==> config.mk <==
export PLATFORM = sky130hd
export DESIGN_NAME = core_top
export DESIGN_NICKNAME = d
export VERILOG_FILES = /design/src/common/core_pkg.sv /design/src/rtl/core_top.sv /design/src/rob/reorder_buffer.sv /design/src/rtl/exec_lanes.sv /design/src/rtl/dispatch_decode.sv
export SDC_FILE = /design/constraint.sdc
export NUM_CORES = 1
export LEC_CHECK = 0
export ABC_CLOCK_PERIOD_IN_PS = 7850
export BUFFER_PORTS_ARGS = -buffer_cell sky130_fd_sc_hd__buf_2
export CORE_ASPECT_RATIO = 0.5
export CORE_MARGIN = 2
export CORE_UTILIZATION = 37
export DETAILED_ROUTE_END_ITERATION = 6
export PLACE_DENSITY = 0.51
export SYNTH_ARGS = -nofsm -noshare
export SYNTH_HDL_FRONTEND = slang
export SYNTH_SLANG_ARGS = --single-unit
==> constraint.sdc <==
create_clock -name clock -period 7.85 [get_ports clock]
set_input_delay 1.57 -clock clock [delete_from_list [all_inputs] [get_ports clock]]
set_output_delay 1.57 -clock clock [all_outputs]
set_load 0.01 [all_outputs]
==> src/common/core_pkg.sv <==
package core_pkg;

	// Slots per cycle for dispatch, complete and retire.
	localparam int WIDTH = 3;
	localparam int ROB_DEPTH = 8;
	localparam int ROB_IDX_W = 3;
	localparam int DATA_W = 9;
	localparam int DEST_W = 4;

	typedef logic [ROB_IDX_W-1:0] rob_tag_t;
	// Occupancy needs one more bit than a tag.
	typedef logic [ROB_IDX_W:0] rob_cnt_t;

	typedef enum logic [1:0] {
		ADD = 2'b00,
		SUB = 2'b01,
		AND = 2'b10,
		SHL = 2'b11
	} alu_op_t;

	typedef enum logic [1:0] {
		EMPTY = 2'b00,
		INUSE = 2'b01,
		COMPLETE = 2'b10
	} rob_state_t;

	// Instruction word as it arrives, 24 bits.
	typedef struct packed {
		logic [1:0] opcode;
		logic [DEST_W-1:0] dest;
		logic [DATA_W-1:0] imm_a;
		logic [DATA_W-1:0] imm_b;
	} inst_word_t;

	typedef struct packed {
		alu_op_t alu_op;
		logic [DEST_W-1:0] dest;
		logic writes_reg;
		logic [DATA_W-1:0] operand_a;
		logic [DATA_W-1:0] operand_b;
	} uop_t;

	typedef struct packed {
		logic [DEST_W-1:0] dest;
		logic writes_reg;
		logic [DATA_W-1:0] value;
		logic completed;
		rob_state_t state;
	} rob_entry_t;

	typedef struct packed {
		logic valid;
		rob_tag_t tag;
		logic [DATA_W-1:0] value;
	} complete_t;

	typedef struct packed {
		logic valid;
		logic [DEST_W-1:0] dest;
		logic writes_reg;
		logic [DATA_W-1:0] value;
	} retire_t;

endpackage
==> src/rtl/core_top.sv <==
`timescale 1ns/1ps

module core_top (
	input logic clock,
	input logic reset,
	input logic [core_pkg::WIDTH-1:0] inst_valid,
	input core_pkg::inst_word_t [core_pkg::WIDTH-1:0] inst,
	output logic [core_pkg::WIDTH-1:0] stall,
	output core_pkg::retire_t [core_pkg::WIDTH-1:0] retire
);

	core_pkg::uop_t [core_pkg::WIDTH-1:0] uop;
	core_pkg::complete_t [core_pkg::WIDTH-1:0] complete;
	logic [core_pkg::WIDTH-1:0][core_pkg::ROB_IDX_W-1:0] alloc_tag;
	logic [core_pkg::WIDTH-1:0] issue_valid;
	logic [1:0] alloc_count;

	dispatch_decode u_decode (
		.inst_valid(inst_valid),
		.inst(inst),
		.stall(stall),
		.uop(uop),
		.alloc_count(alloc_count),
		.issue_valid(issue_valid)
	);

	exec_lanes u_exec (
		.clock(clock),
		.reset(reset),
		.issue_valid(issue_valid),
		.uop(uop),
		.alloc_tag(alloc_tag),
		.complete(complete)
	);

	reorder_buffer u_rob (
		.clock(clock),
		.reset(reset),
		.alloc_count(alloc_count),
		.uop(uop),
		.complete(complete),
		.alloc_tag(alloc_tag),
		.stall(stall),
		.retire(retire)
	);

endmodule

==> src/rob/reorder_buffer.sv <==
`timescale 1ns/1ps

module reorder_buffer (
	input logic clock,
	input logic reset,
	input logic [1:0] alloc_count,
	input core_pkg::uop_t [core_pkg::WIDTH-1:0] uop,
	input core_pkg::complete_t [core_pkg::WIDTH-1:0] complete,
	output logic [core_pkg::WIDTH-1:0][core_pkg::ROB_IDX_W-1:0] alloc_tag,
	output logic [core_pkg::WIDTH-1:0] stall,
	output core_pkg::retire_t [core_pkg::WIDTH-1:0] retire
);

	core_pkg::rob_entry_t entries [core_pkg::ROB_DEPTH];
	core_pkg::rob_entry_t entries_next [core_pkg::ROB_DEPTH];

	core_pkg::rob_tag_t head;
	core_pkg::rob_tag_t tail;
	core_pkg::rob_cnt_t count;
	core_pkg::rob_cnt_t count_next;
	core_pkg::rob_cnt_t free_slots;

	logic [1:0] retire_n;
	logic [1:0] accept_n;

	// Run of COMPLETE entries at head, up to three.
	always_comb begin
		core_pkg::rob_tag_t idx;
		retire_n = 2'd0;
		for (int i = 0; i < core_pkg::WIDTH; i++) begin
			idx = head + core_pkg::rob_tag_t'(i);
			if (retire_n == 2'(i) && entries[idx].state == core_pkg::COMPLETE) begin
				retire_n = 2'(i + 1);
			end
		end
	end

	always_comb begin
		core_pkg::rob_tag_t idx;
		for (int i = 0; i < core_pkg::WIDTH; i++) begin
			idx = head + core_pkg::rob_tag_t'(i);
			retire[i].valid = (2'(i) < retire_n);
			retire[i].dest = entries[idx].dest;
			retire[i].writes_reg = entries[idx].writes_reg;
			retire[i].value = entries[idx].value;
		end
	end

	// Entries leaving this cycle are already counted as free.
	assign free_slots = core_pkg::rob_cnt_t'(core_pkg::ROB_DEPTH) - count
		+ core_pkg::rob_cnt_t'(retire_n);

	always_comb begin
		if (core_pkg::rob_cnt_t'(alloc_count) <= free_slots) begin
			accept_n = alloc_count;
		end else begin
			accept_n = free_slots[1:0];
		end
	end

	always_comb begin
		for (int i = 0; i < core_pkg::WIDTH; i++) begin
			alloc_tag[i] = tail + core_pkg::rob_tag_t'(i);
			stall[i] = (2'(i) < alloc_count) && (2'(i) >= accept_n);
		end
	end

	assign count_next = count - core_pkg::rob_cnt_t'(retire_n)
		+ core_pkg::rob_cnt_t'(accept_n);

	// Retire, then allocate, then apply completions.
	always_comb begin
		core_pkg::rob_tag_t idx;
		entries_next = entries;
		for (int i = 0; i < core_pkg::WIDTH; i++) begin
			idx = head + core_pkg::rob_tag_t'(i);
			if (2'(i) < retire_n) begin
				entries_next[idx].state = core_pkg::EMPTY;
				entries_next[idx].completed = 1'b0;
			end
		end
		for (int i = 0; i < core_pkg::WIDTH; i++) begin
			idx = alloc_tag[i];
			if (2'(i) < accept_n) begin
				entries_next[idx].dest = uop[i].dest;
				entries_next[idx].writes_reg = uop[i].writes_reg;
				entries_next[idx].value = '0;
				entries_next[idx].completed = 1'b0;
				entries_next[idx].state = core_pkg::INUSE;
			end
		end
		for (int i = 0; i < core_pkg::WIDTH; i++) begin
			idx = complete[i].tag;
			if (complete[i].valid) begin
				entries_next[idx].value = complete[i].value;
				entries_next[idx].completed = 1'b1;
				entries_next[idx].state = core_pkg::COMPLETE;
			end
		end
	end

	always_ff @(posedge clock) begin
		if (reset) begin
			head <= '0;
			tail <= '0;
			count <= '0;
		end else begin
			head <= head + core_pkg::rob_tag_t'(retire_n);
			tail <= tail + core_pkg::rob_tag_t'(accept_n);
			count <= count_next;
		end
	end

	// Only the state fields are cleared.
	always_ff @(posedge clock) begin
		if (reset) begin
			for (int i = 0; i < core_pkg::ROB_DEPTH; i++) begin
				entries[i].state <= core_pkg::EMPTY;
				entries[i].completed <= 1'b0;
			end
		end else begin
			for (int i = 0; i < core_pkg::ROB_DEPTH; i++) begin
				entries[i] <= entries_next[i];
			end
		end
	end

endmodule

==> src/rtl/exec_lanes.sv <==
`timescale 1ns/1ps

module exec_lanes (
	input logic clock,
	input logic reset,
	input logic [core_pkg::WIDTH-1:0] issue_valid,
	input core_pkg::uop_t [core_pkg::WIDTH-1:0] uop,
	input logic [core_pkg::WIDTH-1:0][core_pkg::ROB_IDX_W-1:0] alloc_tag,
	output core_pkg::complete_t [core_pkg::WIDTH-1:0] complete
);

	function automatic logic [core_pkg::DATA_W-1:0] alu(input core_pkg::uop_t u);
		logic [core_pkg::DATA_W-1:0] result;
		case (u.alu_op)
			core_pkg::ADD: result = u.operand_a + u.operand_b;
			core_pkg::SUB: result = u.operand_a - u.operand_b;
			core_pkg::AND: result = u.operand_a & u.operand_b;
			core_pkg::SHL: result = u.operand_a << u.operand_b[2:0];
			default: result = '0;
		endcase
		return result;
	endfunction

	// Lane k is k+1 stages deep.
	for (genvar k = 0; k < core_pkg::WIDTH; k++) begin : g_lane
		logic [k:0] valid_q;
		core_pkg::rob_tag_t [k:0] tag_q;
		logic [k:0][core_pkg::DATA_W-1:0] value_q;

		always_ff @(posedge clock) begin
			if (reset) begin
				valid_q <= '0;
			end else begin
				valid_q[0] <= issue_valid[k];
				for (int s = 1; s <= k; s++) begin
					valid_q[s] <= valid_q[s-1];
				end
			end
		end

		always_ff @(posedge clock) begin
			if (issue_valid[k]) begin
				tag_q[0] <= alloc_tag[k];
				value_q[0] <= alu(uop[k]);
			end
			for (int s = 1; s <= k; s++) begin
				tag_q[s] <= tag_q[s-1];
				value_q[s] <= value_q[s-1];
			end
		end

		// Last stage reports back to the reorder buffer.
		assign complete[k].valid = valid_q[k];
		assign complete[k].tag = tag_q[k];
		assign complete[k].value = value_q[k];
	end

endmodule

==> src/rtl/dispatch_decode.sv <==
`timescale 1ns/1ps

module dispatch_decode (
	input logic [core_pkg::WIDTH-1:0] inst_valid,
	input core_pkg::inst_word_t [core_pkg::WIDTH-1:0] inst,
	input logic [core_pkg::WIDTH-1:0] stall,
	output core_pkg::uop_t [core_pkg::WIDTH-1:0] uop,
	output logic [1:0] alloc_count,
	output logic [core_pkg::WIDTH-1:0] issue_valid
);

	logic [core_pkg::WIDTH-1:0] live;

	function automatic core_pkg::alu_op_t decode_op(input logic [1:0] opcode);
		core_pkg::alu_op_t op;
		case (opcode)
			2'b00: op = core_pkg::ADD;
			2'b01: op = core_pkg::SUB;
			2'b10: op = core_pkg::AND;
			default: op = core_pkg::SHL;
		endcase
		return op;
	endfunction

	// Only the run of valid slots starting at slot 0 counts.
	always_comb begin
		logic run;
		run = 1'b1;
		for (int i = 0; i < core_pkg::WIDTH; i++) begin
			run = run & inst_valid[i];
			live[i] = run;
		end
	end

	always_comb begin
		alloc_count = 2'd0;
		for (int i = 0; i < core_pkg::WIDTH; i++) begin
			if (live[i]) begin
				alloc_count = alloc_count + 2'd1;
			end
		end
	end

	assign issue_valid = live & ~stall;

	always_comb begin
		for (int i = 0; i < core_pkg::WIDTH; i++) begin
			uop[i].alu_op = decode_op(inst[i].opcode);
			uop[i].dest = inst[i].dest;
			// Register 0 is never written.
			uop[i].writes_reg = (inst[i].dest != '0);
			uop[i].operand_a = inst[i].imm_a;
			uop[i].operand_b = inst[i].imm_b;
		end
	end

endmodule

==> results of run 1 <==
==> through the flow <==
| step | hold WS, ps | cell area (µm²) | cells | worst slack [ps] | util |
|---|---|---|---|---|---|
| 2_1_floorplan | 310 | 16500 | 1792 | 1850 | - |
| 3_3_place_gp | 310 | 17600 | 2391 | 1210 | 0.402 |
| 3_5_place_dp | 312 | 17600 | 2391 | 1150 | 0.402 |
| 4_1_cts | 327 | 18300 | 2435 | 862 | 0.419 |
| 5_1_grt | 331 | 18300 | 2435 | 471 | 0.419 |
| 6_report | 326 | 18300 | 2435 | 863 | 0.419 |
==> final cells by class <==
| type | instances | area, µm² |
|---|---|---|
| fillers | 4320 | 25400 |
| multi-input cells | 1337 | 9760 |
| flip-flops and latches | 216 | 5810 |
| repair buffers | 168 | 951 |
| well taps | 588 | 736 |
| clock buffers | 34 | 691 |
| inverters | 82 | 310 |
| clock inverters | 10 | 70.1 |
==> metal layers <==
metal  up-vias  global-route usage  wire (µm)
met5         -              0.0124         80
met4         2              0.0941       2350
met3       155              0.0445       5100
met2       756               0.398      26900
met1      7371               0.369      26800
li1       6962                   -          -
==> layout by cell type, fill, tap and decap left out, drive strengths merged, types with 18 or more instances in the layout <==
cell type	netlist	routed
nor3	28	28
a31oi	21	21
edfxtp	148	148
ha	53	53
a22o	18	18
inv	79	82
nand2b	19	19
o21ai	113	113
clkbuf	98	34
mux4	49	49
o211ai	20	20
o22ai	111	111
nand3	51	51
o211a	33	33
mux2i	21	21
a22oi	28	28
nand2	96	96
dfxtp	68	68
mux2	56	56
xnor2	30	30
nand4	76	76
nor2	81	81
buf	59	168
a21oi	163	163
nor2b	100	100
==> path summary, 6_finish.rpt <==
| kind | endpoint | slack, ps | from |
|---|---|---|---|
| setup reg to reg | u_rob.count[3]$_SDFF_PP0_ | 1130 | u_rob.head[0]$_SDFF_PP0_ |
| setup / recovery | stall[0] | 860 | u_rob.head[0]$_SDFF_PP0_ |
| hold reg to reg | u_exec.complete[27]$_DFF_P_ | 330 | u_exec.g_lane[2].value_q[10]$_DFF_P_ |
| hold / removal | u_exec.complete[27]$_DFF_P_ | 330 | u_exec.g_lane[2].value_q[10]$_DFF_P_ |
==> registers in the layout, indices dropped and copies added (netlist names) <==
signal / count
u_rob.count: 4
u_exec.g_lane.valid_q: 6
u_exec.complete: 24
u_rob.entries: 128
u_exec.g_lane.value_q: 36
u_exec.g_lane.tag_q: 12
u_rob.tail: 3
u_rob.head: 3
==> where the power goes <==
group | switching (µW) | leakage, µW | internal, µW
Clock | 507 | 0.000377 | 619
Sequential | 328 | 0.00201 | 1590
Combinational | 1240 | 0.00447 | 947
==> logic make-up after synthesis <==
logic type                 count (synthesis)  synth area share
adders and majority gates                 61            0.0500
muxes                                    126             0.118
DFF                                      216             0.353
and+or+nand+nor                          486             0.154
buffers and inverters                    239            0.0576
AOI/OAI and AO/OA                        621             0.244
xor gates and xnor gates                  43            0.0229
==> metrics.md, run 1 <==
| Metric | Value |
|---|---|
| Largest cells by area after synthesis | `edfxtp_1 27%, dfxtp_1 8.3%, mux4_2 6.7%` |
| CP max-delay cell | `dfxtp_4` |
| Delay-heaviest family, CP | `buffers and inverters` |
| Slew headroom | `0.106` |
| Worst Path Buf+Inv | `7` |
| Vias in the first global route | `14300` |
| Max FO, Critical Path | `56` |
| Hold_buf cts | `0` |
| Port Buf Inserts | `between 100 and 150` |
| Crit end category | `output pin` |
| Commonest cells in the netlist | `163 x a21oi_1, 148 x edfxtp_1, 112 x o21ai_0, 109 x o22ai_1, 100 x nor2b_1` |
| Top-Level Pins | `approximately 130` |
| Worst clock skew | `roughly 23 ps` |
| Die Y | `approximately 150 µm` |
| Reg clk slew, reported paths | `~70 ps` |
| DIE WIDTH | `slightly above 300 µm` |
| Final ANT Viol Nets | `0` |
| Number of synthesized register bits | `about 220` |
| RePlAce Congestion | `just over 0.9` |
| Cell row count | `54` |
| Number of synthesized flops with an enable pin | `between 100 and 150` |
| Kind of critical path | `reg -> out` |
| Worst-Skew Late Latency | `560 ps` |
| Post-CTS sizing | `0` |
| Peak VDD IR | `0.152 mV` |
| Setup TNS | `0 ps` |
| Synth warn | `0` |
| Post-synth top area cell | `edfxtp_1` |
| Worst Tran Pin Value | `about 1300 ps` |
| TritonRoute pass-1 iters | `5` |
| Clock buffer depth | `3` |
| Synth cell types | `66` |
| Area growth syn-to-layout | `11.3%` |
| Mapped Area | `~16000 µm²` |
| Cell leakage power | `0.00686 µW` |
| Max Cap Viol | `0` |
| Main synth FF type | `edfxtp_1` |
| Highest Clock Rate | `~0.14 GHz` |
| TritonCTS Buffers | `24` |
| Final period util | `0.890` |
| Sequential area share after synthesis | `0.353` |
| Worst EP arrival | `between 5000 and 6000 ps` |
| Net Count, Synth | `1930` |
| Ant. Diodes | `0` |
| Syn Inst Count | `1792` |
| GRT overflow | `0` |
| Power Total | `around 5200 µW` |
| Top cell type's share of synthesized area | `0.270` |
| Final Hold Fails | `0` |
| Period minus WS final | `6990 ps` |
| Status | `finished, final reports clean` |
| CTS Root Cell | `clkbuf_16` |
| Post-synth ARST share | `0` |
| Initial core utilization | `0.377` |
| CTS tree | `yes` |
| Cell with the most instances after synthesis | `a21oi_1` |
| Residual DRC | `0` |
| Share of layout cells above drive strength 1 | `0.179` |
| Startpoint Class | `flip-flop` |
| Via density | `about 6.3` |
| H-tree levels | `1` |
| Hold crit path type | `reg -> reg` |
| Req. time, crit path | `about 6300 ps` |
| Routed len/inst | `approximately 25 µm` |
| Cell Chain, Critical Path | `buf_4 -> mux2i_1 -> mux4_2 -> nor3b_1 -> buf_4 -> a21oi_1 -> buf_4 -> inv_1 -> ha_1 -> inv_1 -> fa_1 -> inv_1 -> ha_1 -> nor2b_1 -> o2111a_1 -> nand3_1 -> nor2_1 -> buf_2` |
| Core ar. | `roughly 44000 µm²` |
| Slew Limit Fails | `0` |
| Final setup viols | `0` |
| DP HPWL | `between 40000 and 50000 µm` |
| First-pass GRT wire length | `about 92000 µm` |
| Syn Area/Cell | `9.19 µm²` |
| Cell depth of the worst setup path | `18` |
| CP peak stage delay | `850 ps` |
| Via count | `between 15000 and 20000` |
| Initial antenna violation count | `0` |
| Number of nets in the layout | `a little under 2000` |
| RSZ-0062 raised after global routing | `false` |
| Iter 0 DRT Violations | `between 1500 and 2000` |
| WHS Path Cells | `0` |
| Cell Pwr Density | `286 nW/µm²` |
| Largest net degree at the start of global routing | `between 70 and 80` |
| Die area | `46300 µm²` |
| Final WL | `61200 µm` |
| Setup bufs post-CTS | `0` |
| Clk sinks | `roughly 220` |
| GR Util All Layers | `0.261` |
| Cells on worst reg2reg path | `25` |
Note: power is estimated with default switching activity, not from simulation.
==> run 2, diff against run 1 <==
--- a/config.mk
+++ b/config.mk
@@ -9,9 +9,10 @@
 export BUFFER_PORTS_ARGS = -buffer_cell sky130_fd_sc_hd__buf_2
 export CORE_ASPECT_RATIO = 0.5
 export CORE_MARGIN = 2
-export CORE_UTILIZATION = 37
+export CORE_UTILIZATION = 35
 export DETAILED_ROUTE_END_ITERATION = 6
-export PLACE_DENSITY = 0.51
+export PLACE_DENSITY_LB_ADDON = 0.12
+export SLEW_MARGIN = 15
 export SYNTH_ARGS = -nofsm -noshare
 export SYNTH_HDL_FRONTEND = slang
 export SYNTH_SLANG_ARGS = --single-unit
==> run 2 against run 1 <==
Net effect: first-iteration DRC count down 7.3%; sequential share of layout area down 0.28 points; critical path depth down 2; power up 1.7%; cell area up 0.88%; hold slack worse by 5.2 ps; via count down 1.2%; register-to-register slack better by 70 ps; critical endpoint unchanged; highest routed layer is now met4.
==> metrics.md, run 2 (synthesized netlist as in run 1, its figures left out) <==
| Metric | Value |
|---|---|
| Status | `finished, final reports clean` |
| Worst setup startpoint | `u_rob.head[0]$_SDFF_PP0_` |
| Vias in the first global route | `14100 (-1.5%)` |
| Number of nets in the layout | `1970 (+0.15%)` |
| Final period util | `0.880 (-0.00971)` |
| Port Buf Inserts | `124 (unchanged)` |
| First-pass GRT wire length | `91200 µm (-0.86%)` |
| Worst clock skew | `33.9 ps (+11.3 ps)` |
| Period minus WS final | `6910 ps (-76.2 ps)` |
| GRT overflow | `0 (unchanged)` |
| DIE WIDTH | `311 µm (+2.8%)` |
| Area growth syn-to-layout | `12.3%` |
| TritonRoute pass-1 iters | `6 (+1)` |
| Final Hold Fails | `0 (unchanged)` |
| Top-Level Pins | `125 (unchanged)` |
| Die Y | `157 µm (+2.7%)` |
| Max Cap Viol | `0 (unchanged)` |
| Residual DRC | `0 (unchanged)` |
| Placed Cells | `2444 (+2.2%)` |
| DP HPWL | `43600 µm (+1.3%)` |
| Max reg flops | `128 (unchanged)` |
| Area after DPL | `17700 µm² (+0.48%)` |
| Final Cell Area | `18500 µm² (+0.88%)` |
| DP Worst Slack | `1280 ps (+136 ps)` |
| Final ANT Viol Nets | `0 (unchanged)` |
| CTS tree | `yes` |
| Highest Clock Rate | `0.145 GHz (+1.1%)` |
| Die area | `48900 µm² (+5.6%)` |
| Req. time, crit path | `6280 ps (about the same)` |
| Iter 0 DRT Violations | `1595 (-7.3%)` |
| Clk sinks | `216 (unchanged)` |
| Final WS setup | `939 ps (+76.2 ps)` |
| TritonCTS Buffers | `24 (unchanged)` |
| Routed len/inst | `24.7 µm (-1.8%)` |
| Crit end category | `output pin` |
| GR Util All Layers | `0.244 (-0.0166)` |
| Initial core utilization | `0.353 (-0.0238)` |
| Hold_sp | `u_exec.g_lane[2].value_q[12]$_DFF_P_` |
| Post-CTS sizing | `0 (unchanged)` |
| Slew Limit Fails | `0 (unchanged)` |
| Final WL | `61400 µm (+0.30%)` |
| Cell Pwr Density | `288 nW/µm² (+0.79%)` |
| Peak VDD IR | `0.172 mV (+13%)` |
| Ant. Diodes | `0 (unchanged)` |
| Kind of critical path | `reg -> out` |
| Setup TNS | `0 ps (unchanged)` |
| Final setup viols | `0 (unchanged)` |
| H-tree levels | `1 (unchanged)` |
| Most common cell after layout, fill and taps aside | `a21oi_1` |
| Core ar. | `46700 µm² (+6.7%)` |
| Max FO, Critical Path | `42 (-25%)` |
| Largest net degree at the start of global routing | `43 (-43%)` |
| Startpoint Class | `flip-flop` |
| Worst EP arrival | `5340 ps (-80 ps)` |
| Reg clk slew, reported paths | `70 ps (about the same)` |
| Share of layout cells above drive strength 1 | `0.183 (+0.00349)` |
| Clock buffer depth | `3 (unchanged)` |
| CTS Root Cell | `clkbuf_16` |
| Hold_buf cts | `0 (unchanged)` |
| Most frequent cells in the layout | `163 x a21oi_1, 148 x edfxtp_1, 124 x buf_2` |
| Biggest register | `u_rob.entries` |
| Final cell count without fillers | `2488 (+2.2%)` |
| Initial antenna violation count | `0 (unchanged)` |
| Via density | `6.06 (-3.3%)` |
| Via count | `15100 (-1.2%)` |
| Hold crit path type | `reg -> reg` |
| Cell leakage power | `0.00690 µW (+0.66%)` |
| Crit Reg-Reg Startpoint | `u_rob.head[0]$_SDFF_PP0_` |
| Cell row count | `56 (+3.7%)` |
| RSZ-0062 raised after global routing | `false` |
| Setup bufs post-CTS | `0 (unchanged)` |
| Worst-Skew Late Latency | `580 ps (+20 ps)` |
| Worst Tran Pin Value | `1290 ps (-47.5 ps)` |
| Slew headroom | `0.135 (+0.0292)` |
| RePlAce Congestion | `0.921 (-0.21%)` |
-- run 2: changes by cell type in the layout (fill, tap and decap cells not counted), moves of 2 or more --
cell | before | now
clkbuf_1 | 7 | 2
buf_4 | 44 | 47
bufinv_16 | 0 | 2
clkinv_2 | 4 | 2
inv_6 | 0 | 2
-- run 2: path summary, 6_finish.rpt --
path | end | slack [ps] | depth (start not counted)
setup reg to reg | u_rob.count[3]$_SDFF_PP0_ | 1200 | 23
hold / removal | u_exec.complete[29]$_DFF_P_ | 320 | 0
hold reg to reg | u_exec.complete[29]$_DFF_P_ | 320 | 0
setup / recovery | stall[0] | 940 | 16
-- run 2: stage by stage --
stage / hold slack (ps) / util / power (µW)
floorplan: 310 / - / 3320
global route: 329 / 0.396 / 5610
finish: 321 / 0.396 / 5320
detailed placement: 312 / 0.378 / 4070
CTS: 326 / 0.396 / 5300
global placement: 311 / 0.378 / 4070
-- run 2: critical path, stage by stage (launching register included) --
cell and delay, ps:
dfxtp_4 530, buf_4 520, nand2_1 120, o32a_1 210, mux4_2 600, a21oi_1 440
inv_1 90, ha_1 220, inv_1 80, fa_1 490, inv_1 150, ha_1 150
nor2b_1 250, o2111a_1 260, nand3_1 310, nor2_1 210, buf_2 150
-- run 2: power by group --
group	switching (µW)	internal [µW]	total, µW
sequential	323	1590	1920
combinational	1240	943	2190
clock	541	680	1220
-- run 2: layer usage --
metal  track usage  wire [µm]  vias to the layer above
met5             0          0                        -
met4        0.0851       2240                        0
met3        0.0407       4820                      121
met2         0.391      27200                      699
met1         0.334      27100                     7286
li1              -          -                     6959
-- run 2: area by class of cell --
type	instances	area (µm²)
clock buffer	29	661
clock inverter	15	176
fill	4704	28200
inverter	82	310
multi-input combinational	1337	9760
sequential	216	5810
tap	638	798
timing repair buffer	171	973
==> run 3, diff against run 2 <==
--- a/config.mk
+++ b/config.mk
@@ -11,7 +11,9 @@
 export CORE_MARGIN = 2
 export CORE_UTILIZATION = 35
 export DETAILED_ROUTE_END_ITERATION = 6
-export PLACE_DENSITY_LB_ADDON = 0.12
+export PLACE_DENSITY_LB_ADDON = 0.2
+export RECOVER_POWER = 50
+export SKIP_LAST_GASP = 1
 export SLEW_MARGIN = 15
 export SYNTH_ARGS = -nofsm -noshare
 export SYNTH_HDL_FRONTEND = slang
==> run 3 against run 2 <==
Net effect: the run now ends with max-capacitance violations, max-slew violations left; register-to-register slack worse by 250 ps; die area unchanged; power down 2.4%; largest cell class unchanged.
==> metrics.md, run 3 (synthesized netlist as in run 1, its figures left out) <==
| Metric | Value |
|---|---|
| Status | `complete, but fails checks` |
| Failing checks | `max-capacitance violations, max-slew violations` |
| Worst EP arrival | `5550 ps (+210 ps)` |
| TritonRoute pass-1 iters | `6 (unchanged)` |
| Peak VDD IR | `0.161 mV (-6.4%)` |
| Setup bufs post-CTS | `0 (unchanged)` |
| Final WL | `59900 µm (-2.4%)` |
| Final ANT Viol Nets | `0 (unchanged)` |
| Die area | `48900 µm² (unchanged)` |
| Vias in the first global route | `14300 (+1.0%)` |
| Filler cells | `4777 (+1.6%)` |
| Biggest register | `u_rob.entries` |
| Post-CTS sizing | `0 (unchanged)` |
| GR Util All Layers | `0.237 (-0.00668)` |
| Crit Reg-Reg Startpoint | `u_rob.head[0]$_SDFF_PP0_` |
| Clock buffer depth | `3 (unchanged)` |
| CTS Root Cell | `clkbuf_16` |
| Period minus WS final | `7120 ps (+205 ps)` |
| Clk sinks | `216 (unchanged)` |
| R2R Path End | `u_rob.count[3]$_SDFF_PP0_` |
| Final WS setup | `733 ps (-205 ps)` |
| Largest net degree at the start of global routing | `62 (+44%)` |
| TritonCTS Buffers | `24 (unchanged)` |
| H-tree levels | `1 (unchanged)` |
| Multi-input logic area | `9750 µm² (-0.12%)` |
| Ant. Diodes | `0 (unchanged)` |
| Initial core utilization | `0.353 (unchanged)` |
| Hold path endpoint | `u_exec.complete[31]$_DFF_P_` |
| DP Worst Slack | `1010 ps (-269 ps)` |
| Highest Clock Rate | `0.141 GHz (-2.9%)` |
| Initial antenna violation count | `0 (unchanged)` |
| Cell row count | `56 (unchanged)` |
| GRT overflow | `0 (unchanged)` |
| Seq. cell area | `5810 µm² (unchanged)` |
| Number of nets in the layout | `1968 (-0.10%)` |
| RSZ-0062 raised after global routing | `false` |
| Hold_buf cts | `0 (unchanged)` |
| Max Cap Viol | `3 (+3)` |
| Top layer in use | `met4` |
| Kind of critical path | `reg -> out` |
| Die Y | `157 µm (unchanged)` |
| Req. time, crit path | `6280 ps (about the same)` |
| Cell leakage power | `0.00685 µW (-0.75%)` |
| Via count | `15000 (-0.22%)` |
| CTS tree | `yes` |
| Cell Pwr Density | `283 nW/µm² (-1.8%)` |
| Iter 0 DRT Violations | `1592 (-0.19%)` |
| First-pass GRT wire length | `89600 µm (-1.7%)` |
| Residual DRC | `0 (unchanged)` |
| Via density | `6.05 (-0.14%)` |
| Max reg flops | `128 (unchanged)` |
| Final setup viols | `0 (unchanged)` |
| Slew Limit Fails | `156 (+156)` |
| Most common cell after layout, fill and taps aside | `a21oi_1` |
| RePlAce Congestion | `0.917 (-0.40%)` |
| CP max-delay cell | `dfxtp_4` |
| Core ar. | `46700 µm² (unchanged)` |
| Setup TNS | `0 ps (unchanged)` |
| Worst clock skew | `10.8 ps (-23.1 ps)` |
| DIE WIDTH | `311 µm (unchanged)` |
| Hold_sp | `u_exec.g_lane[2].value_q[14]$_DFF_P_` |
| Cells on worst reg2reg path | `23 (unchanged)` |
| Share of layout cells above drive strength 1 | `0.169 (-0.0133)` |
| Worst Tran Pin Value | `2800 ps (+1510 ps)` |
| WHS Path Cells | `0 (unchanged)` |
| CP peak stage delay | `820 ps (+220 ps)` |
| DP HPWL | `42200 µm (-3.1%)` |
| Metal2 WL | `26900 µm (-1.2%)` |
| CP most frequent cell | `inv_1` |
| Routed len/inst | `24.1 µm (-2.3%)` |
| Startpoint Class | `flip-flop` |
| Crit end category | `output pin` |
| Hold crit path type | `reg -> reg` |
| Cell Chain, Critical Path | `buf_4 -> nand2_1 -> o32a_1 -> mux4_2 -> a21oi_1 -> inv_1 -> ha_1 -> inv_1 -> fa_1 -> inv_1 -> ha_1 -> nor2b_1 -> o2111a_1 -> nand3_1 -> nor2_1 -> buf_2` |
| Worst-Skew Late Latency | `550 ps (-30 ps)` |
| Detailed-routing wirelength on met1 | `26300 µm (-2.9%)` |
| Setup slack, reg-to-reg | `950 ps (-250 ps)` |
| Final period util | `0.907 (+0.0262)` |
| Routed met3 length | `4730 µm (-1.8%)` |
| Top-Level Pins | `125 (unchanged)` |
| Slew headroom | `-0.877 (-1.01)` |
| Area growth syn-to-layout | `11.6%` |
| Reg clk slew, reported paths | `70 ps (about the same)` |
| Most frequent cells in the layout | `163 x a21oi_1, 148 x edfxtp_1, 118 x buf_2` |
| Max FO, Critical Path | `54 (+29%)` |
| Final Hold Fails | `0 (unchanged)` |
| Port Buf Inserts | `124 (unchanged)` |
## run 3: changes by cell type in the layout (fill, tap and decap cells not counted), sizes merged
cell	previous run	this run
inv	84	79
buf	171	162
bufinv	2	0
clkbuf	29	44
clkinv	10	9
## run 3: per-layer routing
metal  GRT usage  vias to the layer above
met4      0.0773                        0
met5           0                        -
met1       0.328                     7287
met3      0.0377                      120
met2       0.381                      670
li1            -                     6955
## run 3: how the worst max path moves through the flow
stage	from	slack (ps)	cells after the start	endpoint
2_1_floorplan	u_rob.head[1]$_SDFF_PP0_	1850	24	u_rob.count[3]$_SDFF_PP0_
3_3_place_gp	u_rob.head[0]$_SDFF_PP0_	1140	24	u_rob.count[3]$_SDFF_PP0_
3_5_place_dp	u_rob.head[0]$_SDFF_PP0_	1010	24	u_rob.count[3]$_SDFF_PP0_
4_1_cts	u_rob.head[0]$_SDFF_PP0_	730	17	stall[0]
5_1_grt	reset	330	5	u_rob.entries[1]$_SDFF_PP0_
6_report	u_rob.head[0]$_SDFF_PP0_	730	16	stall[0]
## run 3: layout make-up
cell class	instances	area share
clock buffer	37	0.0386
tap	638	0.0434
multi-input combinational	1337	0.531
inverter	82	0.0168
clock inverter	7	0.00252
timing repair buffer	169	0.0516
sequential	216	0.316
## run 3: critical path, delay by kind of cell (launching register included)
kind / cells / cell delay [ps]
adder cells (fa/ha/maj): 3 / 840
flip-flops: 1 / 820
buffers and inverters: 5 / 1020
AO/OA/AOI/OAI: 3 / 840
multiplexers: 1 / 600
AND/OR/NAND/NOR: 4 / 850
## run 3: power by group
part | switching, µW | internal, µW | total [µW]
clock network | 486 | 623 | 1110
logic | 1230 | 936 | 2170
registers | 322 | 1590 | 1920
## run 3: metrics by stage
step                      instances  cell area [µm²]  hold WS (ps)  power, µW   util
final                          2486            18400           315       5190  0.394
after global routing           2486            18400           329       5480  0.394
after CTS                      2486            18400           320       5180  0.394
after detailed placement       2442            17600           312       4060  0.378
after global placement         2442            17600           311       4050  0.378
after floorplan                1792            16500           310       3320      -
